==> src/ctrl_pkg.sv <==
// decoded control class encodings
// first member of every enum is the NOP value
// default datapath / immediate width
package ctrl_pkg;

    localparam int default_xlen = 64;

    typedef enum logic [3:0] {
        exe_none,
        exe_binary,
        exe_imm_binary,
        exe_binary_word,
        exe_imm_binary_word,
        exe_mem_addr,
        exe_vec_mem_addr,
        exe_branch_cond,
        exe_imm,
        exe_pc_based,
        exe_read_csr,
        exe_set_cfg
    } exe_t;

    typedef enum logic [1:0] {
        vo_not_vec_arith,
        vo_vec_vec,
        vo_vec_imm,
        vo_vec_scalar
    } vec_opnd_t;

    typedef enum logic [1:0] {mem_nop, mem_load, mem_store} mem_vis_t;

    typedef enum logic [2:0] {
        ds_not_access,
        ds_one_byte,
        ds_two_bytes,
        ds_four_bytes,
        ds_eight_bytes
    } data_size_t;

    typedef enum logic [1:0] {vls_not_access, vls_stride, vls_whole_reg, vls_mask} vls_t;

    typedef enum logic [1:0] {
        br_not_branch,
        br_conditional,
        br_unconditional,
        br_unconditional_result  // jalr, target from alu
    } branch_t;

    typedef enum logic [2:0] {
        wb_nop,
        wb_arith,
        wb_mem_to_reg,
        wb_increased_pc,
        wb_csr_to_reg
    } wb_t;

endpackage

==> src/isa_pkg.sv <==
// RV64 base and vector extension encodings
// major opcodes, funct3 codes, vector element widths and lumop values
// instruction word union with scalar and vector field views
package isa_pkg;

    // major opcodes
    localparam logic [6:0] opc_load     = 7'b0000011;
    localparam logic [6:0] opc_op_imm   = 7'b0010011;
    localparam logic [6:0] opc_op_imm_w = 7'b0011011;
    localparam logic [6:0] opc_op       = 7'b0110011;
    localparam logic [6:0] opc_op_w     = 7'b0111011;
    localparam logic [6:0] opc_store    = 7'b0100011;
    localparam logic [6:0] opc_branch   = 7'b1100011;
    localparam logic [6:0] opc_jalr     = 7'b1100111;
    localparam logic [6:0] opc_jal      = 7'b1101111;
    localparam logic [6:0] opc_lui      = 7'b0110111;
    localparam logic [6:0] opc_auipc    = 7'b0010111;
    localparam logic [6:0] opc_system   = 7'b1110011;
    localparam logic [6:0] opc_vl       = 7'b0000111;
    localparam logic [6:0] opc_vs       = 7'b0100111;
    localparam logic [6:0] opc_varith   = 7'b1010111;

    localparam logic [2:0] f3_csrrs = 3'b010;

    // vector arithmetic / config categories
    localparam logic [2:0] f3_opivv = 3'b000;
    localparam logic [2:0] f3_opmvv = 3'b010;
    localparam logic [2:0] f3_opivi = 3'b011;
    localparam logic [2:0] f3_opivx = 3'b100;
    localparam logic [2:0] f3_opmvx = 3'b110;
    localparam logic [2:0] f3_opcfg = 3'b111;

    // vector memory element width
    localparam logic [2:0] w_8bit  = 3'b000;
    localparam logic [2:0] w_16bit = 3'b101;
    localparam logic [2:0] w_32bit = 3'b110;
    localparam logic [2:0] w_64bit = 3'b111;

    localparam logic [4:0] lumop_basic     = 5'b00000;
    localparam logic [4:0] lumop_whole_reg = 5'b01000;
    localparam logic [4:0] lumop_mask      = 5'b01011;

    typedef union packed {
        struct packed {
            logic [6:0] funct7;
            logic [4:0] rs2;
            logic [4:0] rs1;
            logic [2:0] funct3;
            logic [4:0] rd;
            logic [6:0] opcode;
        } s;
        struct packed {
            logic [5:0] funct6;
            logic       vm;
            logic [4:0] lumop;  // vs2 on arithmetic
            logic [4:0] rs1;
            logic [2:0] width;  // funct3 on arithmetic
            logic [4:0] vd;
            logic [6:0] opcode;
        } v;
    } instr_word_t;

endpackage

==> src/decode_ctrl_if.sv <==
// control bundle from one decoder to the select stage
// combinational, no handshake
interface decode_ctrl_if #(parameter int xlen = ctrl_pkg::default_xlen);
    import ctrl_pkg::*;

    logic [xlen-1:0] imm;
    exe_t            exe;
    vec_opnd_t       vec_opnd;
    mem_vis_t        mem_vis;
    data_size_t      data_size;
    vls_t            vls;
    branch_t         branch;
    wb_t             wb;
    logic            illegal;

    modport producer (
        output imm, exe, vec_opnd, mem_vis, data_size, vls, branch, wb, illegal
    );

    modport consumer (
        input imm, exe, vec_opnd, mem_vis, data_size, vls, branch, wb, illegal
    );

endinterface

==> src/decode_select_reg.sv <==
// scalar / vector bundle select, field extraction
// output register stage, one cycle latency
module decode_select_reg #(parameter int xlen = ctrl_pkg::default_xlen) (
    input  logic                   clk,
    input  logic                   rst_n,
    input  logic                   in_valid,
    input  isa_pkg::instr_word_t   instr,
    decode_ctrl_if.consumer        scalar_ctrl,
    decode_ctrl_if.consumer        vector_ctrl,
    output logic                   out_valid,
    output logic                   is_vector,
    output logic [4:0]             rs1, rs2, rd,
    output logic [11:0]            csr_addr,
    output logic                   vm,
    output logic [10:0]            zimm,
    output logic [5:0]             func6,
    output logic [3:0]             func_code,
    output logic [xlen-1:0]        imm,
    output ctrl_pkg::exe_t         exe,
    output ctrl_pkg::vec_opnd_t    vec_opnd,
    output ctrl_pkg::mem_vis_t     mem_vis,
    output ctrl_pkg::data_size_t   data_size,
    output ctrl_pkg::vls_t         vls,
    output ctrl_pkg::branch_t      branch,
    output ctrl_pkg::wb_t          wb,
    output logic                   illegal
);
    import isa_pkg::*;
    import ctrl_pkg::*;

    logic            vec_sel;
    logic            sel_illegal;
    logic [xlen-1:0] sel_imm;
    exe_t            sel_exe;
    vec_opnd_t       sel_vec_opnd;
    mem_vis_t        sel_mem_vis;
    data_size_t      sel_data_size;
    vls_t            sel_vls;
    branch_t         sel_branch;
    wb_t             sel_wb;

    assign vec_sel = instr.v.opcode inside {opc_vl, opc_vs, opc_varith};

    always_comb begin
        sel_illegal   = vec_sel ? vector_ctrl.illegal   : scalar_ctrl.illegal;
        sel_imm       = vec_sel ? vector_ctrl.imm       : scalar_ctrl.imm;
        sel_exe       = vec_sel ? vector_ctrl.exe       : scalar_ctrl.exe;
        sel_vec_opnd  = vec_sel ? vector_ctrl.vec_opnd  : scalar_ctrl.vec_opnd;
        sel_mem_vis   = vec_sel ? vector_ctrl.mem_vis   : scalar_ctrl.mem_vis;
        sel_data_size = vec_sel ? vector_ctrl.data_size : scalar_ctrl.data_size;
        sel_vls       = vec_sel ? vector_ctrl.vls       : scalar_ctrl.vls;
        sel_branch    = vec_sel ? vector_ctrl.branch    : scalar_ctrl.branch;
        sel_wb        = vec_sel ? vector_ctrl.wb        : scalar_ctrl.wb;
        // bad encoding goes down the pipe as a nop
        if (sel_illegal) begin
            sel_imm       = '0;
            sel_exe       = exe_none;
            sel_vec_opnd  = vo_not_vec_arith;
            sel_mem_vis   = mem_nop;
            sel_data_size = ds_not_access;
            sel_vls       = vls_not_access;
            sel_branch    = br_not_branch;
            sel_wb        = wb_nop;
        end
    end

    always_ff @(posedge clk) begin
        if (!rst_n) begin
            out_valid <= 1'b0;
            is_vector <= 1'b0;
            rs1       <= '0;
            rs2       <= '0;
            rd        <= '0;
            csr_addr  <= '0;
            vm        <= 1'b0;
            zimm      <= '0;
            func6     <= '0;
            func_code <= '0;
            imm       <= '0;
            exe       <= exe_none;
            vec_opnd  <= vo_not_vec_arith;
            mem_vis   <= mem_nop;
            data_size <= ds_not_access;
            vls       <= vls_not_access;
            branch    <= br_not_branch;
            wb        <= wb_nop;
            illegal   <= 1'b0;
        end else begin
            out_valid <= in_valid;
            if (in_valid) begin  // outputs hold between instructions
                is_vector <= vec_sel;
                rs1       <= instr.s.rs1;
                rs2       <= instr.s.rs2;
                rd        <= instr.s.rd;
                csr_addr  <= {instr.s.funct7, instr.s.rs2};
                vm        <= instr.v.vm;
                zimm      <= {instr.v.funct6[4:0], instr.v.vm, instr.v.lumop};
                func6     <= instr.v.funct6;
                func_code <= {instr.s.funct7[5], instr.s.funct3};
                imm       <= sel_imm;
                exe       <= sel_exe;
                vec_opnd  <= sel_vec_opnd;
                mem_vis   <= sel_mem_vis;
                data_size <= sel_data_size;
                vls       <= sel_vls;
                branch    <= sel_branch;
                wb        <= sel_wb;
                illegal   <= sel_illegal;
            end
        end
    end

endmodule

==> src/instr_decoder.sv <==
// instruction decode stage top level
// scalar and vector decoders feeding the select / register stage
module instr_decoder #(parameter int xlen = ctrl_pkg::default_xlen) (
    input  logic                   clk,
    input  logic                   rst_n,
    input  logic                   in_valid,
    input  logic [31:0]            instr,
    output logic                   out_valid,
    output logic                   is_vector,
    output logic [4:0]             rs1, rs2, rd,
    output logic [11:0]            csr_addr,
    output logic                   vm,
    output logic [10:0]            zimm,
    output logic [5:0]             func6,
    output logic [3:0]             func_code,
    output logic [xlen-1:0]        imm,
    output ctrl_pkg::exe_t         exe,
    output ctrl_pkg::vec_opnd_t    vec_opnd,
    output ctrl_pkg::mem_vis_t     mem_vis,
    output ctrl_pkg::data_size_t   data_size,
    output ctrl_pkg::vls_t         vls,
    output ctrl_pkg::branch_t      branch,
    output ctrl_pkg::wb_t          wb,
    output logic                   illegal
);
    import isa_pkg::*;

    instr_word_t instr_w;

    assign instr_w = instr;

    decode_ctrl_if #(.xlen(xlen)) scalar_ctrl ();
    decode_ctrl_if #(.xlen(xlen)) vector_ctrl ();

    scalar_decoder #(.xlen(xlen)) u_scalar (
        .instr (instr_w),
        .ctrl  (scalar_ctrl)
    );

    vector_decoder #(.xlen(xlen)) u_vector (
        .instr (instr_w),
        .ctrl  (vector_ctrl)
    );

    decode_select_reg #(.xlen(xlen)) u_select (
        .clk         (clk),
        .rst_n       (rst_n),
        .in_valid    (in_valid),
        .instr       (instr_w),
        .scalar_ctrl (scalar_ctrl),
        .vector_ctrl (vector_ctrl),
        .out_valid   (out_valid),
        .is_vector   (is_vector),
        .rs1         (rs1),
        .rs2         (rs2),
        .rd          (rd),
        .csr_addr    (csr_addr),
        .vm          (vm),
        .zimm        (zimm),
        .func6       (func6),
        .func_code   (func_code),
        .imm         (imm),
        .exe         (exe),
        .vec_opnd    (vec_opnd),
        .mem_vis     (mem_vis),
        .data_size   (data_size),
        .vls         (vls),
        .branch      (branch),
        .wb          (wb),
        .illegal     (illegal)
    );

endmodule

==> src/scalar_decoder.sv <==
// scalar instruction decoder
// P/R/I/S/B/U/J format classification, immediate generation, control classes
module scalar_decoder #(parameter int xlen = ctrl_pkg::default_xlen) (
    input isa_pkg::instr_word_t instr,
    decode_ctrl_if.producer     ctrl
);
    import isa_pkg::*;
    import ctrl_pkg::*;

    logic [31:0]     w;
    logic [6:0]      op;
    logic [2:0]      f3;
    logic            shift_imm;
    logic            p_fmt, r_fmt, i_fmt, s_fmt, b_fmt, u_fmt, j_fmt;
    logic            legal;
    logic [xlen-1:0] p_imm, i_imm, s_imm, b_imm, u_imm, j_imm;

    function automatic data_size_t size_of(input logic [1:0] f);
        case (f)
            2'b00:   return ds_one_byte;
            2'b01:   return ds_two_bytes;
            2'b10:   return ds_four_bytes;
            default: return ds_eight_bytes;
        endcase
    endfunction

    assign w  = instr;
    assign op = instr.s.opcode;
    assign f3 = instr.s.funct3;

    // slli/srli/srai land in R format, immediate dropped
    assign shift_imm = {instr.s.funct7[5], f3} inside {4'b0001, 4'b0101, 4'b1101};

    assign p_fmt = op == opc_system && f3 == f3_csrrs;
    assign r_fmt = op == opc_op || op == opc_op_w || (op == opc_op_imm && shift_imm);
    assign i_fmt = (op == opc_op_imm && !shift_imm)
                || (op == opc_load && !f3[2])
                || ((op == opc_jalr || op == opc_op_imm_w) && f3 == 3'b000);
    assign s_fmt = op == opc_store && !f3[2];
    assign b_fmt = op == opc_branch;
    assign u_fmt = op == opc_lui || op == opc_auipc;
    assign j_fmt = op == opc_jal && f3 == 3'b000;
    assign legal = p_fmt | r_fmt | i_fmt | s_fmt | b_fmt | u_fmt | j_fmt;

    assign p_imm = {{(xlen-5){1'b0}}, instr.s.rs1};  // csr zimm
    assign i_imm = {{(xlen-12){w[31]}}, w[31:20]};
    assign s_imm = {{(xlen-12){w[31]}}, w[31:25], w[11:7]};
    assign b_imm = {{(xlen-13){w[31]}}, w[31], w[7], w[30:25], w[11:8], 1'b0};
    assign u_imm = {{(xlen-32){w[31]}}, w[31:12], 12'b0};
    assign j_imm = {{(xlen-21){w[31]}}, w[31], w[19:12], w[20], w[30:21], 1'b0};

    always_comb begin
        if (p_fmt)      ctrl.imm = p_imm;
        else if (i_fmt) ctrl.imm = i_imm;
        else if (s_fmt) ctrl.imm = s_imm;
        else if (b_fmt) ctrl.imm = b_imm;
        else if (u_fmt) ctrl.imm = u_imm;
        else if (j_fmt) ctrl.imm = j_imm;
        else            ctrl.imm = '0;  // R format and illegal
    end

    always_comb begin
        ctrl.exe       = exe_none;
        ctrl.vec_opnd  = vo_not_vec_arith;
        ctrl.mem_vis   = mem_nop;
        ctrl.data_size = ds_not_access;
        ctrl.vls       = vls_not_access;
        ctrl.branch    = br_not_branch;
        ctrl.wb        = wb_nop;
        if (legal) begin
            case (op)
                opc_system: begin
                    ctrl.exe = exe_read_csr;
                    ctrl.wb  = wb_csr_to_reg;
                end
                opc_op, opc_op_w: begin
                    ctrl.exe = (op == opc_op) ? exe_binary : exe_binary_word;
                    ctrl.wb  = wb_arith;
                end
                opc_op_imm, opc_op_imm_w: begin
                    ctrl.exe = (op == opc_op_imm) ? exe_imm_binary : exe_imm_binary_word;
                    ctrl.wb  = wb_arith;
                end
                opc_load, opc_store: begin
                    ctrl.exe       = exe_mem_addr;
                    ctrl.mem_vis   = (op == opc_load) ? mem_load : mem_store;
                    ctrl.data_size = size_of(f3[1:0]);
                    ctrl.wb        = (op == opc_load) ? wb_mem_to_reg : wb_nop;
                end
                opc_branch: begin
                    ctrl.exe    = exe_branch_cond;
                    ctrl.branch = br_conditional;
                end
                opc_jalr: begin
                    ctrl.exe    = exe_mem_addr;  // rs1 + imm via the alu
                    ctrl.branch = br_unconditional_result;
                    ctrl.wb     = wb_increased_pc;
                end
                opc_jal: begin
                    ctrl.exe    = exe_pc_based;
                    ctrl.branch = br_unconditional;
                    ctrl.wb     = wb_increased_pc;
                end
                opc_lui, opc_auipc: begin
                    ctrl.exe = (op == opc_lui) ? exe_imm : exe_pc_based;
                    ctrl.wb  = wb_arith;
                end
                default: ;
            endcase
        end
    end

    assign ctrl.illegal = !legal;  // vector opcodes included

endmodule

==> src/vector_decoder.sv <==
// vector instruction decoder
// load/store width and lumop, arithmetic category, config
module vector_decoder #(parameter int xlen = ctrl_pkg::default_xlen) (
    input isa_pkg::instr_word_t instr,
    decode_ctrl_if.producer     ctrl
);
    import isa_pkg::*;
    import ctrl_pkg::*;

    logic [6:0] op;
    logic [2:0] f3;
    logic       mem_op, arith_op;
    logic       width_ok, lumop_ok, f3_ok;
    logic       bad;

    assign op       = instr.v.opcode;
    assign f3       = instr.v.width;
    assign mem_op   = op == opc_vl || op == opc_vs;
    assign arith_op = op == opc_varith;

    assign width_ok = f3 inside {w_8bit, w_16bit, w_32bit, w_64bit};
    assign lumop_ok = instr.v.lumop inside {lumop_basic, lumop_whole_reg, lumop_mask};
    assign f3_ok    = f3 inside {f3_opivv, f3_opmvv, f3_opivi, f3_opivx, f3_opmvx, f3_opcfg};

    assign bad = mem_op ? !(width_ok && lumop_ok) : arith_op ? !f3_ok : 1'b1;

    always_comb begin
        ctrl.imm       = '0;
        ctrl.exe       = exe_none;
        ctrl.vec_opnd  = vo_not_vec_arith;
        ctrl.mem_vis   = mem_nop;
        ctrl.data_size = ds_not_access;
        ctrl.vls       = vls_not_access;
        ctrl.branch    = br_not_branch;
        ctrl.wb        = wb_nop;
        if (!bad) begin
            ctrl.imm = {{(xlen-5){instr.v.rs1[4]}}, instr.v.rs1};  // simm5
            if (mem_op) begin
                ctrl.exe     = exe_vec_mem_addr;
                ctrl.mem_vis = (op == opc_vl) ? mem_load : mem_store;
                ctrl.wb      = (op == opc_vl) ? wb_mem_to_reg : wb_nop;
                case (f3)
                    w_8bit:  ctrl.data_size = ds_one_byte;
                    w_16bit: ctrl.data_size = ds_two_bytes;
                    w_32bit: ctrl.data_size = ds_four_bytes;
                    default: ctrl.data_size = ds_eight_bytes;
                endcase
                case (instr.v.lumop)
                    lumop_basic:     ctrl.vls = vls_stride;
                    lumop_whole_reg: ctrl.vls = vls_whole_reg;
                    default:         ctrl.vls = vls_mask;
                endcase
            end else begin
                ctrl.wb = wb_arith;
                case (f3)
                    f3_opivv, f3_opmvv: begin
                        ctrl.exe      = exe_binary;
                        ctrl.vec_opnd = vo_vec_vec;
                    end
                    f3_opivi: begin
                        ctrl.exe      = exe_imm_binary;
                        ctrl.vec_opnd = vo_vec_imm;
                    end
                    f3_opivx, f3_opmvx: begin
                        ctrl.exe      = exe_binary;
                        ctrl.vec_opnd = vo_vec_scalar;
                    end
                    default: ctrl.exe = exe_set_cfg;  // vsetvl family
                endcase
            end
        end
    end

    assign ctrl.illegal = bad;

endmodule
==> config.mk <==
export PLATFORM = sky130hd
export DESIGN_NAME = instr_decoder
export DESIGN_NICKNAME = d
export VERILOG_FILES = /design/src/ctrl_pkg.sv /design/src/isa_pkg.sv /design/src/decode_ctrl_if.sv /design/src/decode_select_reg.sv /design/src/instr_decoder.sv /design/src/scalar_decoder.sv /design/src/vector_decoder.sv
export SDC_FILE = /design/constraint.sdc
export NUM_CORES = 1
export LEC_CHECK = 0
export ABC_CLOCK_PERIOD_IN_PS = 4600
export BUFFER_PORTS_ARGS = -buffer_cell sky130_fd_sc_hd__buf_2
export CORE_UTILIZATION = 30
export DETAILED_ROUTE_END_ITERATION = 10
export PLACE_DENSITY = 0.64
export SETUP_SLACK_MARGIN = 0.1
export SLEW_MARGIN = 20
export SYNTH_ARGS = -nofsm -noshare
export SYNTH_HDL_FRONTEND = slang
export SYNTH_SLANG_ARGS = --single-unit
==> constraint.sdc <==
create_clock -name clk -period 4.6 [get_ports clk]
set_clock_uncertainty 0.15 [all_clocks]
set_input_delay 0.69 -clock clk [delete_from_list [all_inputs] [get_ports clk]]
set_output_delay 0.69 -clock clk [all_outputs]
set_load 0.01 [all_outputs]
==> reports/qor.txt, run 1 <==
Post-synth EDFFs: 0
Synth unique cells: 63
Final std cells w/o fill: 800
Final wirelength: 13.5 mm
CP max FO: 28
CP Data Arrival Time: 3240 ps
Overflow after GRT: 0
Dpl cells: 784
R2R setup slack: 3240 ps
Vias in the first global route: 3666
Cells after Synth: 520
Total number of vias: 4038
Setup crit end kind: register
Fin. max-slew vios: 0
Routability cong.: 0.930
N_diodes: 0
Clk pin slew, worst setup/hold paths: 60 ps
VDD IR max: 0.000168 V
Setup TNS: 0 ps
Syn Std Cell Area: 4270 µm²
Post-route cell area: 5090 µm²
Wire length of the first global-routing pass: 21.0 mm
IO Pins: 169
Dpl cell area: 4810 µm²
Initial antenna violation count: 0
DR iter-0 viols: 230
Die area: 14700 µm²
Critical Path RT: 4660 ps
Hold WS: 293 ps
Final hold vios: 0
Period utilization: 0.692
Slew HR: 0.494
Total CTS buffers: 9
Fmax: 314 MHz
Final Net Count: 655
Worst-margin pin slew: 756 ps
Largest area contributor in the netlist: dfxtp_1
RSZ-0062 raised after global routing: false
Largest net degree at the start of global routing: 48
Pleak: 0.00236 µW
Clk sink count: 78
Crit path time final: 3180 ps
Core area: 13900 µm²
Root buf cell: clkbuf_16
Synth top area share: 0.365
Syn-to-layout area delta: 19.1%
H-Tree Depth: 3
Post-detail-place hpwl: 9.60 mm
Syn. warnings: 0
CTS resizes: 0
WS Path Type: input port to register
Port Buf Inserts: 168
Remaining DRCs: 0
Routed vias/inst: 5.05
Worst-Skew Late Latency: 350 ps
Fill cells: 1475
Mean post-synth cell area: 8.22 µm²
Chip width: 121 µm
Pwr Density: 312 nW/µm²
Layout cells sized above 1: 0.327
Ranking of synthesized cells by area: dfxtp_1 37%, buf_4 10%, mux2i_1 6.6%
Most used DFF post-synth: dfxtp_1
Status: finished, final reports clean
Flops & latches, synth: 78
First-pass DRT Iterations: 5
DR WL/cell: 16.9 µm
Syn Nets: 560
Row count: 43
Ys async rst share: 0
Initial Util: 0.308
Power Total: 1590 µW
CTS tree: done
Setup Buffers After CTS: 0
Setup violators final: 0
GR Util All Layers: 0.186
Critical path launch point type: input port
Hold-fix buffers at CTS: 0
Tightest Hold Check Type: register to register
Post-synthesis sequential area ratio: 0.365
Longest Clk Path Bufs: 2
Max-cap violations: 0
Detail Route Antenna Nets: 0
Die Ht: 121 µm
-- layout by cell type (no fill, tap or decap), drive strengths merged, types with 2 or more instances in the layout --
cell type and count:
a221o 4, nor4 2, inv 16, a2111oi 3, or3 3, o2111ai 2, nand3 6, nand4b 2
o22ai 2, a221oi 8, ha 5, nor2 54, nand2b 4, nand4bb 2, a21oi 33, nor3b 2
dfxtp 78, nand2 56, or2 3, o31ai 4, a311oi 2, a31oi 7, buf 174, clkinv 3
mux2i 28, and2 3, nor3 8, nand3b 6, a211oi 13, clkinvlp 2, o221ai 2, nor2b 6
o41ai 7, clkbuf 9, o21ai 44, and3 4
-- worst paths after layout --
check,startpoint,endpoint,depth (start not counted)
hold / removal,u_select.imm[21],u_select.imm[21],2
setup reg to reg,u_select.imm[2],u_select.imm[2],3
hold reg to reg,u_select.imm[21],u_select.imm[21],2
setup / recovery,instr[12],u_select.imm[20],10
-- routing by layer --
metal,vias up,wire length [µm],global-route usage
met5,-,0,0
met4,0,201,0.0579
met3,15,1200,0.0555
met2,205,5840,0.266
met1,1844,6280,0.264
li1,1974,-,-
-- through the flow --
step                utilization  setup WS, ps
finish                    0.367          1420
global route              0.367          1240
CTS                       0.367          1460
detailed placement        0.346          1100
global placement          0.346          1180
floorplan                     -          2160
-- kinds of logic after synthesis --
kind of cell             synth area share
AO/OA/AOI/OAI                       0.215
adder cells (fa/ha/maj)            0.0146
buffers and inverters               0.148
flip-flops                          0.365
multiplexers                       0.0656
AND/OR/NAND/NOR                     0.192
-- area by class of cell --
class	instances	area [µm²]	area share
clock inverters	7	57.6	0.0113
repair buffers	174	886	0.174
flip-flops and latches	78	1560	0.307
inverters	14	52.6	0.0103
multi-input cells	338	2080	0.409
well taps	180	225	0.0442
clock buffers	9	225	0.0442
-- state kept, by name (all words and copies together) (netlist names), 3 cells and up --
register	count
u_select.imm	32
u_select.func6	6
u_select.zimm	6
u_select.rd	5
u_select.rs1	5
u_select.exe	4
u_select.data_size	3
u_select.func_code	3
u_select.wb	3
-- power breakdown --
| part | switching, µW | internal (µW) | total (µW) |
|---|---|---|---|
| registers | 9.84 | 692 | 702 |
| logic | 127 | 68.6 | 196 |
| clock network | 319 | 372 | 692 |
| total | 456 | 1130 | 1590 |
-- worst max-delay path, cell delays in order --
cell and delay [ps]:
buf_2 160, inv_1 80, ha_1 270, nand3_1 150, nor4_4 40, buf_4 220
a211oi_1 420, nand2_2 310, o21ai_4 700, o41ai_1 170
-- Yosys cell counts, drive strengths merged (2+ instances only) --
library cell	n
nand3b	6
or3	3
a221o	4
a221oi	8
a211oi	13
nor4	2
o31ai	4
a311oi	2
nor3	8
or2	3
nand4bb	2
mux2i	28
nor2	54
and3	4
nor3b	2
o221ai	2
dfxtp	78
o22ai	2
clkbuf	22
a2111oi	3
nor2b	6
and2	3
a21oi	33
nand2	56
a31oi	7
o21ai	44
nand2b	4
o2111ai	2
nand4b	2
nand3	6
ha	5
inv	14
buf	68
o41ai	7
Power figures use the tool's default switching activity.
==> run 2: changes to the inputs <==
--- a/config.mk
+++ b/config.mk
@@ -5,11 +5,11 @@
 export SDC_FILE = /design/constraint.sdc
 export NUM_CORES = 1
 export LEC_CHECK = 0
-export ABC_CLOCK_PERIOD_IN_PS = 4600
+export ABC_CLOCK_PERIOD_IN_PS = 2800
 export BUFFER_PORTS_ARGS = -buffer_cell sky130_fd_sc_hd__buf_2
 export CORE_UTILIZATION = 30
 export DETAILED_ROUTE_END_ITERATION = 10
-export PLACE_DENSITY = 0.64
+export PLACE_DENSITY = 0.66
 export SETUP_SLACK_MARGIN = 0.1
 export SLEW_MARGIN = 20
 export SYNTH_ARGS = -nofsm -noshare
==> constraint.sdc (replaced) <==
create_clock -name clk -period 2.8 [get_ports clk]
set_clock_uncertainty 0.15 [all_clocks]
set_input_delay 0.42 -clock clk [delete_from_list [all_inputs] [get_ports clk]]
set_output_delay 0.42 -clock clk [all_outputs]
set_load 0.01 [all_outputs]
==> run 2 against run 1 <==
Against the previous run: register-to-register slack got worse by 1700 ps; via count rose by 1.8%; sequential share of layout area fell by 0.71 points; power rose by 66%; critical path type unchanged; critical endpoint is now u_select.imm[3].
==> reports/qor.txt, run 2 (synthesized netlist as in run 1, its figures left out) <==
Status: finished, final reports clean
Total CTS buffers: 9 (unchanged)
CP bufs+invs: 2 (-1)
Vias in the first global route: 3633 (-0.90%)
Layout cells sized above 1: 0.341 (+0.0133)
Final hold vios: 0 (unchanged)
Clk pin slew, worst setup/hold paths: 60 ps (about the same)
Worst-margin pin slew: 720 ps (-36.2 ps)
Final wirelength: 13.7 mm (+1.2%)
Post-detail-place hpwl: 9.99 mm (+4.1%)
Routed vias/inst: 5.05 (about the same)
Met3 usage: 0.0437 (-0.0117)
IO Pins: 169 (unchanged)
Critical path launch point type: input port
Initial antenna violation count: 0 (unchanged)
Clk sink count: 78 (unchanged)
Wire length of the first global-routing pass: 21.0 mm (about the same)
Final core utilization: 0.376 (+0.00865)
Crit path max-delay family: compound AO/OA/AOI/OAI gates
Setup ws final: 433 ps (-984 ps)
First-pass DRT Iterations: 5 (unchanged)
Syn-to-layout area delta: 22.0%
CP peak stage delay: 420 ps (-280 ps)
Setup Buffers After CTS: 0 (unchanged)
Final Net Count: 669 (+2.1%)
Core area: 13900 µm² (unchanged)
Most frequent cells in the layout: 168 x buf_2, 78 x dfxtp_1, 55 x nand2_1, 52 x nor2_1, 32 x a21oi_1
Root buf cell: clkbuf_16
CP max FO: 9 (-68%)
Port Buf Inserts: 168 (unchanged)
CP Data Arrival Time: 2420 ps (-820 ps)
Largest net degree at the start of global routing: 36 (-25%)
Final std cells w/o fill: 814 (+1.8%)
Detail Route Antenna Nets: 0 (unchanged)
VDD IR max: 0.000259 V (+54%)
WS Path Type: input port to register
Die area: 14700 µm² (unchanged)
Commonest non-fill, non-tap cell in the layout: buf_2
Setup TNS: 0 ps (unchanged)
H-Tree Depth: 3 (unchanged)
Fin. max-slew vios: 0 (unchanged)
Overflow after GRT: 0 (unchanged)
N_diodes: 0 (unchanged)
Pwr Density: 505 nW/µm² (+62%)
Tightest Hold Check Type: input port to register
Critical Path RT: 2860 ps (-1800 ps)
Remaining DRCs: 0 (unchanged)
GR Util All Layers: 0.187 (+0.000364)
Met2 usage: 0.276 (+0.00994)
Setup violators final: 0 (unchanged)
Setup crit end kind: register
Fmax: 423 MHz
Max FFs per register: 32 (unchanged)
Routability cong.: 0.935 (+0.54%)
Longest Clk Path Bufs: 2 (unchanged)
Die Ht: 121 µm (unchanged)
Hold-fix buffers at CTS: 0 (unchanged)
RSZ-0062 raised after global routing: false
Pre-CTS setup slack: 149 ps (-947 ps)
CTS resizes: 0 (unchanged)
Period utilization: 0.845
Worst-Skew Late Latency: 340 ps (about the same)
Initial Util: 0.308 (unchanged)
Total number of vias: 4112 (+1.8%)
Critical-path cell list: buf_2 -> inv_1 -> ha_1 -> or2_1 -> o2111ai_1 -> o21ai_1 -> and2_1 -> a21oi_1 -> a2111oi_0
Most flops, register: u_select.imm
CP max stage cell: a2111oi_0
Crit path time final: 2370 ps
Global route hottest layer: met2
Met1 Usage GRT: 0.263 (-0.00160)
Row count: 43 (unchanged)
Chip width: 121 µm (unchanged)
CTS tree: done
Max-cap violations: 0 (unchanged)
Pleak: 0.00244 µW (+3.3%)
Regs by FF count: u_select.imm: 32 flops, u_select.func6: 6 flops, u_select.zimm: 6 flops
DR iter-0 viols: 355 (+54%)
Dpl cells: 798 (+1.8%)
DR WL/cell: 16.8 µm (-0.56%)
Slew HR: 0.520 (+0.0254)
-- run 2: routing by layer --
metal  share of wire  routed length (µm)
met1            0.47                6460
met2            0.43                5950
met3           0.076                1040
met4           0.018                 242
met5               0                   0
-- run 2: layout make-up --
type | count | area, µm²
repair buffers | 188 | 1000
inverters | 14 | 52.6
fillers | 1448 | 8670
clock inverters | 4 | 28.8
flip-flops and latches | 78 | 1560
multi-input cells | 338 | 2080
well taps | 180 | 225
clock buffers | 12 | 256
-- run 2: worst paths after layout --
kind	slack (ps)	depth (start not counted)	startpoint	end
max	430	9	instr[13]	u_select.imm[3]
min	200	3	instr[28]	u_select.func6[2]
max reg2reg	1530	3	u_select.imm[1]	u_select.imm[1]
min reg2reg	290	2	u_select.imm[9]	u_select.imm[9]
-- run 2: worst reg2reg max path, cell delays in order, from the launching register on --
cell	delay (ps)
dfxtp_1	340
a221o_1	350
a221oi_1	210
a2111oi_0	80
-- run 2: through the flow --
| stage | hold slack [ps] | area, µm² | total power (µW) |
|---|---|---|---|
| global route | 218 | 5210 | 2730 |
| detailed placement | 283 | 4930 | 1510 |
| global placement | 284 | 4930 | 1510 |
| CTS | 197 | 5210 | 2650 |
| floorplan | 320 | 4270 | 1390 |
| finish | 205 | 5210 | 2630 |
-- run 2: where the power goes --
| group | leakage [µW] | internal [µW] | switching, µW |
|---|---|---|---|
| sequential | 0.000635 | 1140 | 15.9 |
| combinational | 0.00167 | 121 | 213 |
| clock | 0.000135 | 652 | 494 |
| total | 0.00244 | 1910 | 723 |
==> run 3: changes to the inputs <==
--- a/config.mk
+++ b/config.mk
@@ -5,7 +5,7 @@
 export SDC_FILE = /design/constraint.sdc
 export NUM_CORES = 1
 export LEC_CHECK = 0
-export ABC_CLOCK_PERIOD_IN_PS = 2800
+export ABC_CLOCK_PERIOD_IN_PS = 2130
 export BUFFER_PORTS_ARGS = -buffer_cell sky130_fd_sc_hd__buf_2
 export CORE_UTILIZATION = 30
 export DETAILED_ROUTE_END_ITERATION = 10
==> constraint.sdc (replaced) <==
create_clock -name clk -period 2.13 [get_ports clk]
set_clock_uncertainty 0.15 [all_clocks]
set_input_delay 0.3195 -clock clk [delete_from_list [all_inputs] [get_ports clk]]
set_output_delay 0.3195 -clock clk [all_outputs]
set_load 0.01 [all_outputs]
==> run 3 against run 2 <==
Against the previous run: clock-buffer cell count is 2 lower; power up 43%; sequential power rose by 32%; final cell count increased by 10%.
==> reports/qor.txt, run 3 (synthesized netlist as in run 1, its figures left out) <==
Critical Path RT: 2220 ps (-640 ps)
GR Util All Layers: 0.195 (+0.00888)
WS Path Type: input port to register
Total number of vias: 4438 (+7.9%)
Most frequent cells in the layout: 167 x buf_2, 99 x buf_4, 78 x dfxtp_1, 54 x nand2_1, 52 x nor2_1
DR iter-0 viols: 290 (-18%)
Clk pin slew, worst setup/hold paths: 70 ps (about the same)
Chip width: 121 µm (unchanged)
Worst-margin pin slew: 406 ps (-314 ps)
Slew HR: 0.727 (+0.207)
H-Tree Depth: 3 (unchanged)
Combinational Power Share: 0.145 (+0.018)
Post-route cell area: 6050 µm² (+16%)
Die area: 14700 µm² (unchanged)
RSZ-0062 raised after global routing: false
Pwr Density: 622 nW/µm² (+23%)
Setup violators final: 0 (unchanged)
Clk sink count: 78 (unchanged)
Syn-to-layout area delta: 41.7%
Max FFs per register: 32 (unchanged)
Routability cong.: 0.878 (-6.2%)
Wire length of the first global-routing pass: 22.0 mm (+4.9%)
Final hold vios: 0 (unchanged)
R2R setup slack: 860 ps (-670 ps)
Period utilization: 0.917
Worst reg2reg path depth: 3 (unchanged)
Initial Util: 0.308 (unchanged)
Dpl cell area: 5540 µm² (+12%)
First-pass DRT Iterations: 5 (unchanged)
Most flops, register: u_select.imm
Total CTS buffers: 9 (unchanged)
DR WL/cell: 16.3 µm (-3.3%)
Vias in the first global route: 4004 (+10%)
Final Net Count: 754 (+13%)
Die Ht: 121 µm (unchanged)
Root buf cell: clkbuf_16
Max-cap violations: 0 (unchanged)
Commonest non-fill, non-tap cell in the layout: buf_2
Crit path time final: 1950 ps
Tightest Hold Check Type: input port to register
Switching share of power: 0.264 (-0.0106)
Row count: 43 (unchanged)
CP max FO: 6 (-3)
Core area: 13900 µm² (unchanged)
Status: finished, final reports clean
Final std cells w/o fill: 899 (+10%)
Routed vias/inst: 4.94 (-2.3%)
Port Buf Inserts: 168 (unchanged)
Flop pwr share: 0.403 (-0.035)
Layout cells sized above 1: 0.448 (+0.107)
Longest Clk Path Bufs: 2 (unchanged)
Post-detail-place hpwl: 10.8 mm (+8.5%)
Critical path launch point type: input port
Dpl cells: 876 (+9.8%)
Hold-fix buffers at CTS: 0 (unchanged)
IO Pins: 169 (unchanged)
Clk pwr share: 0.452 (+0.017)
VDD IR max: 0.000301 V (+16%)
Hold Crit Depth: 3 (unchanged)
Regs by FF count: u_select.imm: 32 flops, u_select.func6: 6 flops, u_select.zimm: 6 flops
Pleak: 0.00291 µW (+19%)
N_diodes: 0 (unchanged)
Detail Route Antenna Nets: 0 (unchanged)
Final wirelength: 14.6 mm (+6.8%)
Fmax: 512 MHz
Final core utilization: 0.436 (+0.0607)
Initial antenna violation count: 0 (unchanged)
Fin. max-slew vios: 0 (unchanged)
Remaining DRCs: 0 (unchanged)
CTS tree: done
CP Data Arrival Time: 2040 ps (-380 ps)
Sw power: 993 µW (+37%)
Internal power: 2770 µW (+45%)
Worst-Skew Late Latency: 340 ps (about the same)
Largest net degree at the start of global routing: 34 (-5.6%)
Setup crit end kind: register
Overflow after GRT: 0 (unchanged)
run 3: metrics by stage:
stage / worst slack, ps / hold WS (ps) / setup TNS, ps / power, µW
after global placement: -194 / 280 / -5760 / 2070
after detailed placement: -231 / 283 / -7400 / 2070
after floorplan: 132 / 287 / 0 / 1820
after CTS: 124 / 98.1 / 0 / 3770
final: 176 / 99.1 / 0 / 3760
after global routing: 87.9 / 126 / 0 / 3900
run 3: worst max-delay path: stages:
cell and delay (ps):
buf_2 120, inv_2 110, ha_4 160, or2_1 140, o2111ai_2 150, o21ai_2 210, and3_4 210, o21ai_4 110
buf_6 160, o41ai_1 340
run 3: timing repair:
| action | 4_1_cts | 5_1_grt |
|---|---|---|
| setup endpoints to repair | 0 | 43 |
| buffers inserted | 0 | 5 |
| resized for setup | 0 | 26 |
run 3: area by class of cell:
class,instances,area (µm²)
multi-input combinational,338,2200
sequential,78,1560
clock buffer,10,229
clock inverter,6,92.6
inverter,14,52.6
fill,1396,7830
tap,180,225
timing repair buffer,273,1690
run 3: worst paths after layout:
kind,startpoint,to
setup reg to reg,u_select.imm[1],u_select.imm[1]
setup / recovery,instr[13],u_select.imm[21]
hold reg to reg,u_select.imm[8],u_select.imm[8]
hold / removal,instr[10],u_select.rd[3]
run 3: routing by layer:
layer / share of wire / vias to the layer above / wire, µm / GRT usage
met3: 0.069 / 21 / 1010 / 0.0437
met2: 0.46 / 186 / 6760 / 0.310
li1: - / 2179 / - / -
met4: 0.014 / 0 / 210 / 0.0610
met1: 0.45 / 2052 / 6640 / 0.261
met5: 0 / - / 0 / 0
run 3: power groups by stage:
stage                     sequential [µW]  clock [µW]  combinational [µW]
after global routing                 1520        1790                 586
after CTS                            1520        1730                 526
after detailed placement             1550           0                 521
final                                1520        1700                 545
after floorplan                      1570           0                 258
after global placement               1550           0                 523
